$ cat config.mk
export PLATFORM = sky130hd
export DESIGN_NAME = emu_ctrl
export DESIGN_NICKNAME = d
export VERILOG_FILES = /design/src/emu_pkg.sv /design/src/emu_ctrl.sv /design/src/scan_chain_ctrl.sv /design/src/emu_csr_regs.sv /design/src/wb_csr_bridge.sv
export SDC_FILE = /design/constraint.sdc
export NUM_CORES = 1
export LEC_CHECK = 0
export ABC_AREA = 1
export BUFFER_PORTS_ARGS = -buffer_cell sky130_fd_sc_hd__clkbuf_2
export CAP_MARGIN = 40
export CORE_ASPECT_RATIO = 0.75
export CORE_UTILIZATION = 50
export DETAILED_ROUTE_END_ITERATION = 10
export GPL_ROUTABILITY_DRIVEN = 0
export PLACE_DENSITY = 0.66
export SLEW_MARGIN = 20
export SYNTH_ARGS = -nofsm -noshare
export SYNTH_HDL_FRONTEND = slang
export SYNTH_SLANG_ARGS = --single-unit
$ cat constraint.sdc
create_clock -name host_clk -period 4.3 [get_ports host_clk]
set_input_delay 0.86 -clock host_clk [delete_from_list [all_inputs] [get_ports host_clk]]
set_output_delay 0.86 -clock host_clk [all_outputs]
set_load 0.02 [all_outputs]
$ cat src/emu_pkg.sv
package emu_pkg;

    // Model-side sizes
    localparam int TRIG_COUNT  = 48;
    localparam int RESET_COUNT = 16;
    localparam int FF_COUNT    = 4;

    // Snapshot word index width and last shift count
    localparam int FF_IDX_W = $clog2(FF_COUNT);
    localparam logic [FF_IDX_W-1:0] FF_LAST = FF_IDX_W'(FF_COUNT - 1);

    // Four 32-bit words per trigger or reset bank
    localparam int BANK_BITS = 128;

    localparam int WB_AW  = 12;
    localparam int CSR_AW = 10;

    // Register word offsets
    localparam logic [CSR_AW-1:0] RUN_CTRL    = 10'h000;
    localparam logic [CSR_AW-1:0] TICK_STEP   = 10'h001;
    localparam logic [CSR_AW-1:0] TICK_CNT_LO = 10'h002;
    localparam logic [CSR_AW-1:0] TICK_CNT_HI = 10'h003;
    localparam logic [CSR_AW-1:0] SCAN_CTRL   = 10'h004;
    localparam logic [CSR_AW-1:0] TRIG_STAT   = 10'h040;
    localparam logic [CSR_AW-1:0] TRIG_EN     = 10'h044;
    localparam logic [CSR_AW-1:0] RESET_CTRL  = 10'h048;
    localparam logic [CSR_AW-1:0] SCAN_DATA   = 10'h080;

    typedef struct packed {
        logic             cyc;
        logic             stb;
        logic             we;
        logic [WB_AW-1:0] adr;
        logic [31:0]      dat_w;
    } wb_req_t;

    typedef struct packed {
        logic        ack;
        logic [31:0] dat_r;
    } wb_rsp_t;

    typedef struct packed {
        logic              wen;
        logic              ren;
        logic [CSR_AW-1:0] addr;
        logic [31:0]       wdata;
    } csr_req_t;

    // buf_idx is {word, half}, half 0 is the low 32 bits
    typedef struct packed {
        logic              start;
        logic              direction;
        logic              buf_wen;
        logic [FF_IDX_W:0] buf_idx;
        logic [31:0]       buf_wdata;
    } scan_cmd_t;

endpackage
$ cat src/emu_ctrl.sv
`timescale 1ns/1ps

module emu_ctrl (
    input  logic                             host_clk,
    input  logic                             host_rst,
    input  emu_pkg::wb_req_t                 wb_req,
    output emu_pkg::wb_rsp_t                 wb_rsp,
    input  logic                             tick,
    input  logic [63:0]                      ff_do,
    input  logic [emu_pkg::TRIG_COUNT-1:0]   trig,
    output logic                             run_mode,
    output logic                             scan_mode,
    output logic                             ff_se,
    output logic [63:0]                      ff_di,
    output logic [emu_pkg::RESET_COUNT-1:0]  model_rst
);

    emu_pkg::csr_req_t  csr_req;
    emu_pkg::scan_cmd_t scan_cmd;
    logic [31:0]        csr_rdata;
    logic [31:0]        buf_rdata;
    logic               scan_busy;

    wb_csr_bridge i_bridge (
        .host_clk  (host_clk),
        .host_rst  (host_rst),
        .wb_req    (wb_req),
        .csr_rdata (csr_rdata),
        .wb_rsp    (wb_rsp),
        .csr_req   (csr_req)
    );

    emu_csr_regs i_regs (
        .host_clk  (host_clk),
        .host_rst  (host_rst),
        .csr_req   (csr_req),
        .tick      (tick),
        .trig      (trig),
        .scan_busy (scan_busy),
        .buf_rdata (buf_rdata),
        .csr_rdata (csr_rdata),
        .run_mode  (run_mode),
        .scan_mode (scan_mode),
        .model_rst (model_rst),
        .scan_cmd  (scan_cmd)
    );

    scan_chain_ctrl i_scan (
        .host_clk  (host_clk),
        .host_rst  (host_rst),
        .scan_cmd  (scan_cmd),
        .ff_do     (ff_do),
        .ff_se     (ff_se),
        .ff_di     (ff_di),
        .scan_busy (scan_busy),
        .buf_rdata (buf_rdata)
    );

endmodule

$ cat src/scan_chain_ctrl.sv
`timescale 1ns/1ps

module scan_chain_ctrl (
    input  logic               host_clk,
    input  logic               host_rst,
    input  emu_pkg::scan_cmd_t scan_cmd,
    input  logic [63:0]        ff_do,
    output logic               ff_se,
    output logic [63:0]        ff_di,
    output logic               scan_busy,
    output logic [31:0]        buf_rdata
);

    logic [63:0]                   snap [emu_pkg::FF_COUNT];
    logic [emu_pkg::FF_IDX_W-1:0]  shift_cnt;
    logic                          busy;
    logic                          restore;
    logic [emu_pkg::FF_IDX_W-1:0]  buf_word;
    logic                          buf_half;

    assign buf_word = scan_cmd.buf_idx[emu_pkg::FF_IDX_W:1];
    assign buf_half = scan_cmd.buf_idx[0];

    // Sequencer, a start while busy is dropped
    always_ff @(posedge host_clk) begin
        if (host_rst) begin
            busy      <= 1'b0;
            restore   <= 1'b0;
            shift_cnt <= '0;
        end else if (busy) begin
            shift_cnt <= shift_cnt + 1'b1;
            if (shift_cnt == emu_pkg::FF_LAST) begin
                busy <= 1'b0;
            end
        end else if (scan_cmd.start) begin
            busy      <= 1'b1;
            restore   <= scan_cmd.direction;
            shift_cnt <= '0;
        end
    end

    // Snapshot buffer
    // Capture owns it during a scan, the host only when idle
    always_ff @(posedge host_clk) begin
        if (busy) begin
            if (!restore) begin
                snap[shift_cnt] <= ff_do;
            end
        end else if (scan_cmd.buf_wen) begin
            if (buf_half) begin
                snap[buf_word][63:32] <= scan_cmd.buf_wdata;
            end else begin
                snap[buf_word][31:0] <= scan_cmd.buf_wdata;
            end
        end
    end

    assign buf_rdata = buf_half ? snap[buf_word][63:32] : snap[buf_word][31:0];

    // Capture loops the chain back on itself
    assign ff_di     = restore ? snap[shift_cnt] : ff_do;
    assign ff_se     = busy;
    assign scan_busy = busy;

endmodule

$ cat src/emu_csr_regs.sv
`timescale 1ns/1ps

module emu_csr_regs (
    input  logic                             host_clk,
    input  logic                             host_rst,
    input  emu_pkg::csr_req_t                csr_req,
    input  logic                             tick,
    input  logic [emu_pkg::TRIG_COUNT-1:0]   trig,
    input  logic                             scan_busy,
    input  logic [31:0]                      buf_rdata,
    output logic [31:0]                      csr_rdata,
    output logic                             run_mode,
    output logic                             scan_mode,
    output logic [emu_pkg::RESET_COUNT-1:0]  model_rst,
    output emu_pkg::scan_cmd_t               scan_cmd
);

    logic                            sel_run;
    logic                            sel_step;
    logic                            sel_cnt_lo;
    logic                            sel_cnt_hi;
    logic                            sel_scan;
    logic                            sel_trig_stat;
    logic                            sel_trig_en;
    logic                            sel_reset;
    logic                            sel_scan_data;
    logic [1:0]                      bank;

    logic                            resume_req;
    logic                            req_next;
    logic                            trig_hit;
    logic                            pause_now;
    logic [31:0]                     tick_step;
    logic [63:0]                     tick_cnt;
    logic [emu_pkg::TRIG_COUNT-1:0]  trig_stat;
    logic [emu_pkg::TRIG_COUNT-1:0]  trig_en;

    logic [emu_pkg::BANK_BITS-1:0]   trig_stat_ext;
    logic [emu_pkg::BANK_BITS-1:0]   trig_en_ext;
    logic [emu_pkg::BANK_BITS-1:0]   reset_ext;

    // Address decode
    assign sel_run       = csr_req.addr == emu_pkg::RUN_CTRL;
    assign sel_step      = csr_req.addr == emu_pkg::TICK_STEP;
    assign sel_cnt_lo    = csr_req.addr == emu_pkg::TICK_CNT_LO;
    assign sel_cnt_hi    = csr_req.addr == emu_pkg::TICK_CNT_HI;
    assign sel_scan      = csr_req.addr == emu_pkg::SCAN_CTRL;
    assign sel_trig_stat = csr_req.addr[emu_pkg::CSR_AW-1:2] == emu_pkg::TRIG_STAT[emu_pkg::CSR_AW-1:2];
    assign sel_trig_en   = csr_req.addr[emu_pkg::CSR_AW-1:2] == emu_pkg::TRIG_EN[emu_pkg::CSR_AW-1:2];
    assign sel_reset     = csr_req.addr[emu_pkg::CSR_AW-1:2] == emu_pkg::RESET_CTRL[emu_pkg::CSR_AW-1:2];
    assign sel_scan_data = csr_req.addr[emu_pkg::CSR_AW-1:emu_pkg::FF_IDX_W+1]
                        == emu_pkg::SCAN_DATA[emu_pkg::CSR_AW-1:emu_pkg::FF_IDX_W+1];
    assign bank          = csr_req.addr[1:0];

    // Run control
    assign req_next  = (csr_req.wen && sel_run) ? csr_req.wdata[0] : resume_req;
    assign trig_hit  = |(trig & trig_en);
    assign pause_now = run_mode && tick && (!resume_req || trig_hit || tick_step == 32'd1);

    always_ff @(posedge host_clk) begin
        if (host_rst) begin
            resume_req <= 1'b0;
            run_mode   <= 1'b0;
            scan_mode  <= 1'b0;
        end else begin
            // A pause consumes the resume request
            resume_req <= (pause_now && !(csr_req.wen && sel_run)) ? 1'b0 : req_next;
            if (!run_mode) begin
                run_mode <= req_next;
            end else if (pause_now) begin
                run_mode <= 1'b0;
            end
            if (csr_req.wen && sel_run) begin
                scan_mode <= csr_req.wdata[1];
            end
        end
    end

    // Step budget and tick counter, host writes only while paused
    always_ff @(posedge host_clk) begin
        if (host_rst) begin
            tick_step <= 32'd0;
            tick_cnt  <= 64'd0;
        end else if (run_mode) begin
            if (tick) begin
                tick_cnt <= tick_cnt + 64'd1;
                if (tick_step != 32'd0) begin
                    tick_step <= tick_step - 32'd1;
                end
            end
        end else if (csr_req.wen) begin
            if (sel_step) begin
                tick_step <= csr_req.wdata;
            end
            if (sel_cnt_lo) begin
                tick_cnt[31:0] <= csr_req.wdata;
            end
            if (sel_cnt_hi) begin
                tick_cnt[63:32] <= csr_req.wdata;
            end
        end
    end

    always_ff @(posedge host_clk) begin
        if (host_rst) begin
            trig_stat <= '0;
        end else if (run_mode) begin
            trig_stat <= trig;
        end
    end

    // Bank writes, one 32-bit word per access
    always_ff @(posedge host_clk) begin
        if (host_rst) begin
            trig_en   <= '0;
            model_rst <= '0;
        end else if (csr_req.wen) begin
            for (int i = 0; i < emu_pkg::TRIG_COUNT; i++) begin
                if (sel_trig_en && bank == 2'(i / 32)) begin
                    trig_en[i] <= csr_req.wdata[i % 32];
                end
            end
            for (int i = 0; i < emu_pkg::RESET_COUNT; i++) begin
                if (sel_reset && bank == 2'(i / 32)) begin
                    model_rst[i] <= csr_req.wdata[i % 32];
                end
            end
        end
    end

    // Unused bank bits read as zero
    assign trig_stat_ext = {{(emu_pkg::BANK_BITS-emu_pkg::TRIG_COUNT){1'b0}}, trig_stat};
    assign trig_en_ext   = {{(emu_pkg::BANK_BITS-emu_pkg::TRIG_COUNT){1'b0}}, trig_en};
    assign reset_ext     = {{(emu_pkg::BANK_BITS-emu_pkg::RESET_COUNT){1'b0}}, model_rst};

    // Scan sequencer commands
    assign scan_cmd.start     = csr_req.wen && sel_scan && csr_req.wdata[0];
    assign scan_cmd.direction = csr_req.wdata[1];
    assign scan_cmd.buf_wen   = csr_req.wen && sel_scan_data;
    assign scan_cmd.buf_idx   = csr_req.addr[emu_pkg::FF_IDX_W:0];
    assign scan_cmd.buf_wdata = csr_req.wdata;

    always_comb begin
        csr_rdata = 32'd0;
        if (sel_run) begin
            csr_rdata = {30'd0, scan_mode, run_mode};
        end else if (sel_step) begin
            csr_rdata = tick_step;
        end else if (sel_cnt_lo) begin
            csr_rdata = tick_cnt[31:0];
        end else if (sel_cnt_hi) begin
            csr_rdata = tick_cnt[63:32];
        end else if (sel_scan) begin
            csr_rdata = {31'd0, scan_busy};
        end else if (sel_trig_stat) begin
            csr_rdata = trig_stat_ext[bank*32 +: 32];
        end else if (sel_trig_en) begin
            csr_rdata = trig_en_ext[bank*32 +: 32];
        end else if (sel_reset) begin
            csr_rdata = reset_ext[bank*32 +: 32];
        end else if (sel_scan_data) begin
            csr_rdata = buf_rdata;
        end
    end

endmodule

$ cat src/wb_csr_bridge.sv
`timescale 1ns/1ps

module wb_csr_bridge (
    input  logic              host_clk,
    input  logic              host_rst,
    input  emu_pkg::wb_req_t  wb_req,
    input  logic [31:0]       csr_rdata,
    output emu_pkg::wb_rsp_t  wb_rsp,
    output emu_pkg::csr_req_t csr_req
);

    logic        ack;
    logic [31:0] dat_r;
    logic        access;

    // New access seen while no ack is pending
    assign access = wb_req.cyc && wb_req.stb && !ack;

    assign csr_req.wen   = access && wb_req.we;
    assign csr_req.ren   = access && !wb_req.we;
    // Byte address to word address
    assign csr_req.addr  = wb_req.adr[emu_pkg::WB_AW-1:2];
    assign csr_req.wdata = wb_req.dat_w;

    always_ff @(posedge host_clk) begin
        if (host_rst) begin
            ack <= 1'b0;
        end else begin
            ack <= access;
        end
    end

    // Read data is captured alongside the ack
    always_ff @(posedge host_clk) begin
        if (csr_req.ren) begin
            dat_r <= csr_rdata;
        end
    end

    assign wb_rsp.ack   = ack;
    assign wb_rsp.dat_r = dat_r;

endmodule

==> metrics.md <==
| Metric | Value |
|---|---|
| Worst IR Drop VDD | `~350 uV` |
| Post-Synthesis Cells | `around 3,700` |
| CP bufs+invs | `3` |
| Final Max Tran Viols | `0` |
| Setup crit end | `ff_di[32]` |
| Max Fclk | `between 200 and 300 MHz` |
| # rows | `74` |
| CTS tree | `done` |
| Slowest-stage cell, CP | `dfxtp_4` |
| Status | `finished, final reports clean` |
| WP data arrival | `around 2.9 ns` |
| Total of max-cap violations | `0` |
| HP Class | `register to register` |
| Final setup fails | `0` |
| Largest net degree at the start of global routing | `127` |
| Reg-to-reg endpoint | `i_regs.tick_cnt[42]` |
| Leakage Power | `0.0124 uW` |
| Crit. End Element | `output pin` |
| First-pass GRT wire length | `146,000 um` |
| Post-DP HPWL | `between 60,000 and 70,000 um` |
| Number of I/O port buffers | `275` |
| Worst-Skew Late Latency | `roughly 0.62 ns` |
| CORE AREA | `approximately 55,000 sq um` |
| Register area share after synthesis | `between 40% and 50%` |
| H-tree Lvls | `2` |
| Slowest stage delay, CP | `0.69 ns` |
| Top FF cell, synth | `edfxtp_1` |
| Tmin final | `3.74 ns` |
| Starting Density | `50.8%` |
| PD cells | `~330 nW/um^2` |
| Share of cells above drive strength 1 | `between 10% and 20%` |
| Psw | `2450 uW` |
| Initial antenna violation count | `0` |
| Number of synthesized flops with an enable pin | `~290` |
| Relative slew margins | `42.5%` |
| Final Hold Fails | `0` |
| Mapped Nets | `3,855` |
| DR iter-0 viols | `between 4,000 and 5,000` |
| Die X | `around 270 um` |
| Syn_area_per_cell | `between 7 and 8 sq um` |
| Sink Count | `between 500 and 600` |
| Cell internal pwr | `7890 uW` |
| Drt pass-1 iters | `7` |
| Area grow syn2layout | `13.0%` |
| WL/cell | `21.6 um` |
| Post-CTS setup buffers | `0` |
| Logic pwr share | `about 6.4%` |
| Synth unique cells | `50` |
| Startpoint class of the critical path | `register` |
| Setup ws final | `0.565 ns` |
| Reg2Reg Setup Slack | `approximately 1.6 ns` |
| Top delay family on crit path | `buffers and inverters` |
| Detailed Route WL | `99,400 um` |
| Ports | `approximately 280` |
| Worst r2r src | `i_regs.tick_cnt[0]` |
| Fin util | `between 50 and 60%` |
| Clk_skew | `~0.018 ns` |
| Worst-path clk slew | `~0.060 ns` |
| Crit path depth | `6` |
| Critical path fanouts, max | `just over 50` |
| Synthesized area | `27,700 sq um` |
| Ys async rst share | `0%` |
| Via Count | `roughly 27,000` |
| DRC | `0` |
| Die height | `between 200 and 250 um` |
| Setup TNS | `0 ns` |
| Routed Antenna Nets | `0` |
| Nets | `~4,000` |
| Grt ovf | `0` |
| Register bit total from synthesis | `506` |
| R2R depth | `9` |
| Yosys warns | `0` |
| Placed cells | `between 4,000 and 5,000` |
| DP Worst Slack | `around 0.79 ns` |
| RSZ-0062 raised after global routing | `false` |
| Power consumption | `a little over 10,000 uW` |
| CTS resizes | `0` |
| Post-route insts no fill | `~4,600` |
| Sequential share of power | `a little under 50%` |
| CP cell instances | `clkinv_1, buf_4, a21oi_1, o21ai_0, a31oi_1, clkbuf_2` |
| Critical Path RT | `roughly 3.4 ns` |
| Min-Delay Startpoint | `i_regs.trig_stat[24]` |
| Slew at the pin with the worst max-slew slack | `between 0.8 and 0.9 ns` |
| Die area | `between 50,000 and 60,000 sq um` |
| Via/cell ratio | `5.86` |
| Fin crit share | `86.9%` |
| Clock tree root driver cell | `clkbuf_16` |
| Clock Tree Buf Depth | `3` |
| Clk network pwr share | `44.1%` |
| Vias in the first global route | `23,364` |
| Crit path kind | `register to output pin` |
| Net Sw Frac | `23.7%` |
| Total CTS buffers | `53` |
| Overall routing resource usage | `between 30% and 40%` |
| Post-CTS Hold Fix Bufs | `0` |
routing by layer:
metal,share of wire (%),GRT usage [%]
met3,13,9.66
met4,2.9,9.72
met2,41,48.7
met1,43,51.3
met5,0,0
stage by stage:
stage | hold WS [ns] | instance area, sq um
global route | 0.486 | 31300
floorplan | 0.429 | 27700
global placement | 0.442 | 29500
detailed placement | 0.449 | 29600
CTS | 0.458 | 31300
finish | 0.458 | 31300
final cells by class:
class,instances,area (sq um)
Clock buffer,88,1560
Clock inverter,11,134
Multi-Input combinational cell,2644,12600
Inverter,310,1170
Fill cell,5181,23200
Sequential cell,506,13000
Antenna cell,1,2.50
Tap cell,722,903
Timing Repair Buffer,327,1900
kinds of logic after synthesis:
| family | Yosys count | share of synthesized area [%] |
|---|---|---|
| AND/OR/NAND/NOR | 1561 | 23.2 |
| adder cells (fa/ha/maj) | 5 | 0.226 |
| flip-flops | 506 | 47.0 |
| XOR/XNOR | 45 | 1.42 |
| AO/OA/AOI/OAI | 1033 | 20.3 |
| buffers and inverters | 538 | 7.83 |
cells in the mapped netlist (all sizes together) (15+ instances only):
library cell	instances	area [sq um]
o2111ai	15	131
nand2	792	2990
o211ai	72	541
edfxtp	288	8650
a21oi	323	1620
inv	308	1160
clkbuf	135	507
xor2	38	333
o21ai	516	2600
nand4	53	332
a31oi	69	432
nor3	61	358
a22oi	22	165
nand3	124	631
dfxtp	218	4360
nor2	506	1940
buf	93	493
power groups by stage:
stage	registers (uW)	clock network (uW)	logic [uW]
6_report	5120	4550	664
5_1_grt	5120	4770	712
4_1_cts	5120	4580	656
3_5_place_dp	5220	0	654
3_3_place_gp	5220	0	651
2_1_floorplan	5240	0	334
cell usage in the layout, fill, tap and decap left out, types with 6 or more instances in the layout:
master / n
nand3b_1: 6
buf_4: 43
edfxtp_1: 288
o211ai_1: 72
nor2_4: 11
clkbuf_8: 10
inv_1: 297
a21oi_1: 323
or2_2: 7
a31oi_1: 69
xnor2_1: 7
o21ai_0: 481
o21ai_1: 32
nor2_1: 479
clkbuf_2: 273
dfxtp_1: 214
nor2_2: 16
a22oi_1: 22
a211oi_1: 6
clkbuf_16: 53
nand2_1: 786
o2111ai_1: 15
nand3_1: 122
clkbuf_1: 25
nor3_2: 6
nor3_1: 53
inv_2: 8
nor4_1: 6
xor2_1: 38
buf_12: 8
nand4_1: 53
worst min-delay path by stage:
stage,to,depth (start not counted),slack [ns]
after floorplan,i_regs.trig_stat[24],2,0.43
after global placement,i_regs.trig_stat[24],2,0.44
after detailed placement,i_regs.trig_stat[24],2,0.45
after CTS,i_regs.trig_stat[31],2,0.46
after global routing,i_regs.trig_stat[24],2,0.49
final,i_regs.trig_stat[24],2,0.46
sequential cells by signal (all words and copies together) (netlist names), named ones only:
| register | count |
|---|---|
| i_regs.model_rst | 16 |
| i_regs.tick_step | 32 |
| i_regs.trig_en | 48 |
| i_bridge.ack | 1 |
| i_regs.scan_mode | 1 |
| i_regs.resume_req | 1 |
| i_regs.trig_stat | 48 |
| i_regs.tick_cnt | 64 |
| i_scan.snap | 256 |
| i_scan.restore | 1 |
| i_regs.run_mode | 1 |
| i_scan.ff_se | 1 |
| i_bridge.dat_r | 32 |
| i_scan.shift_cnt | 2 |
worst register-to-register path, cell delays in order, from the launching register on:
cell	delay (ns)
dfxtp_1	0.51
ha_1	0.27
inv_1	0.10
nor2_2	0.20
nand2_1	0.28
nor2_2	0.42
nand4_1	0.32
xor2_1	0.35
nand2_1	0.10
a21oi_1	0.13
Power figures use the tool's default switching activity.
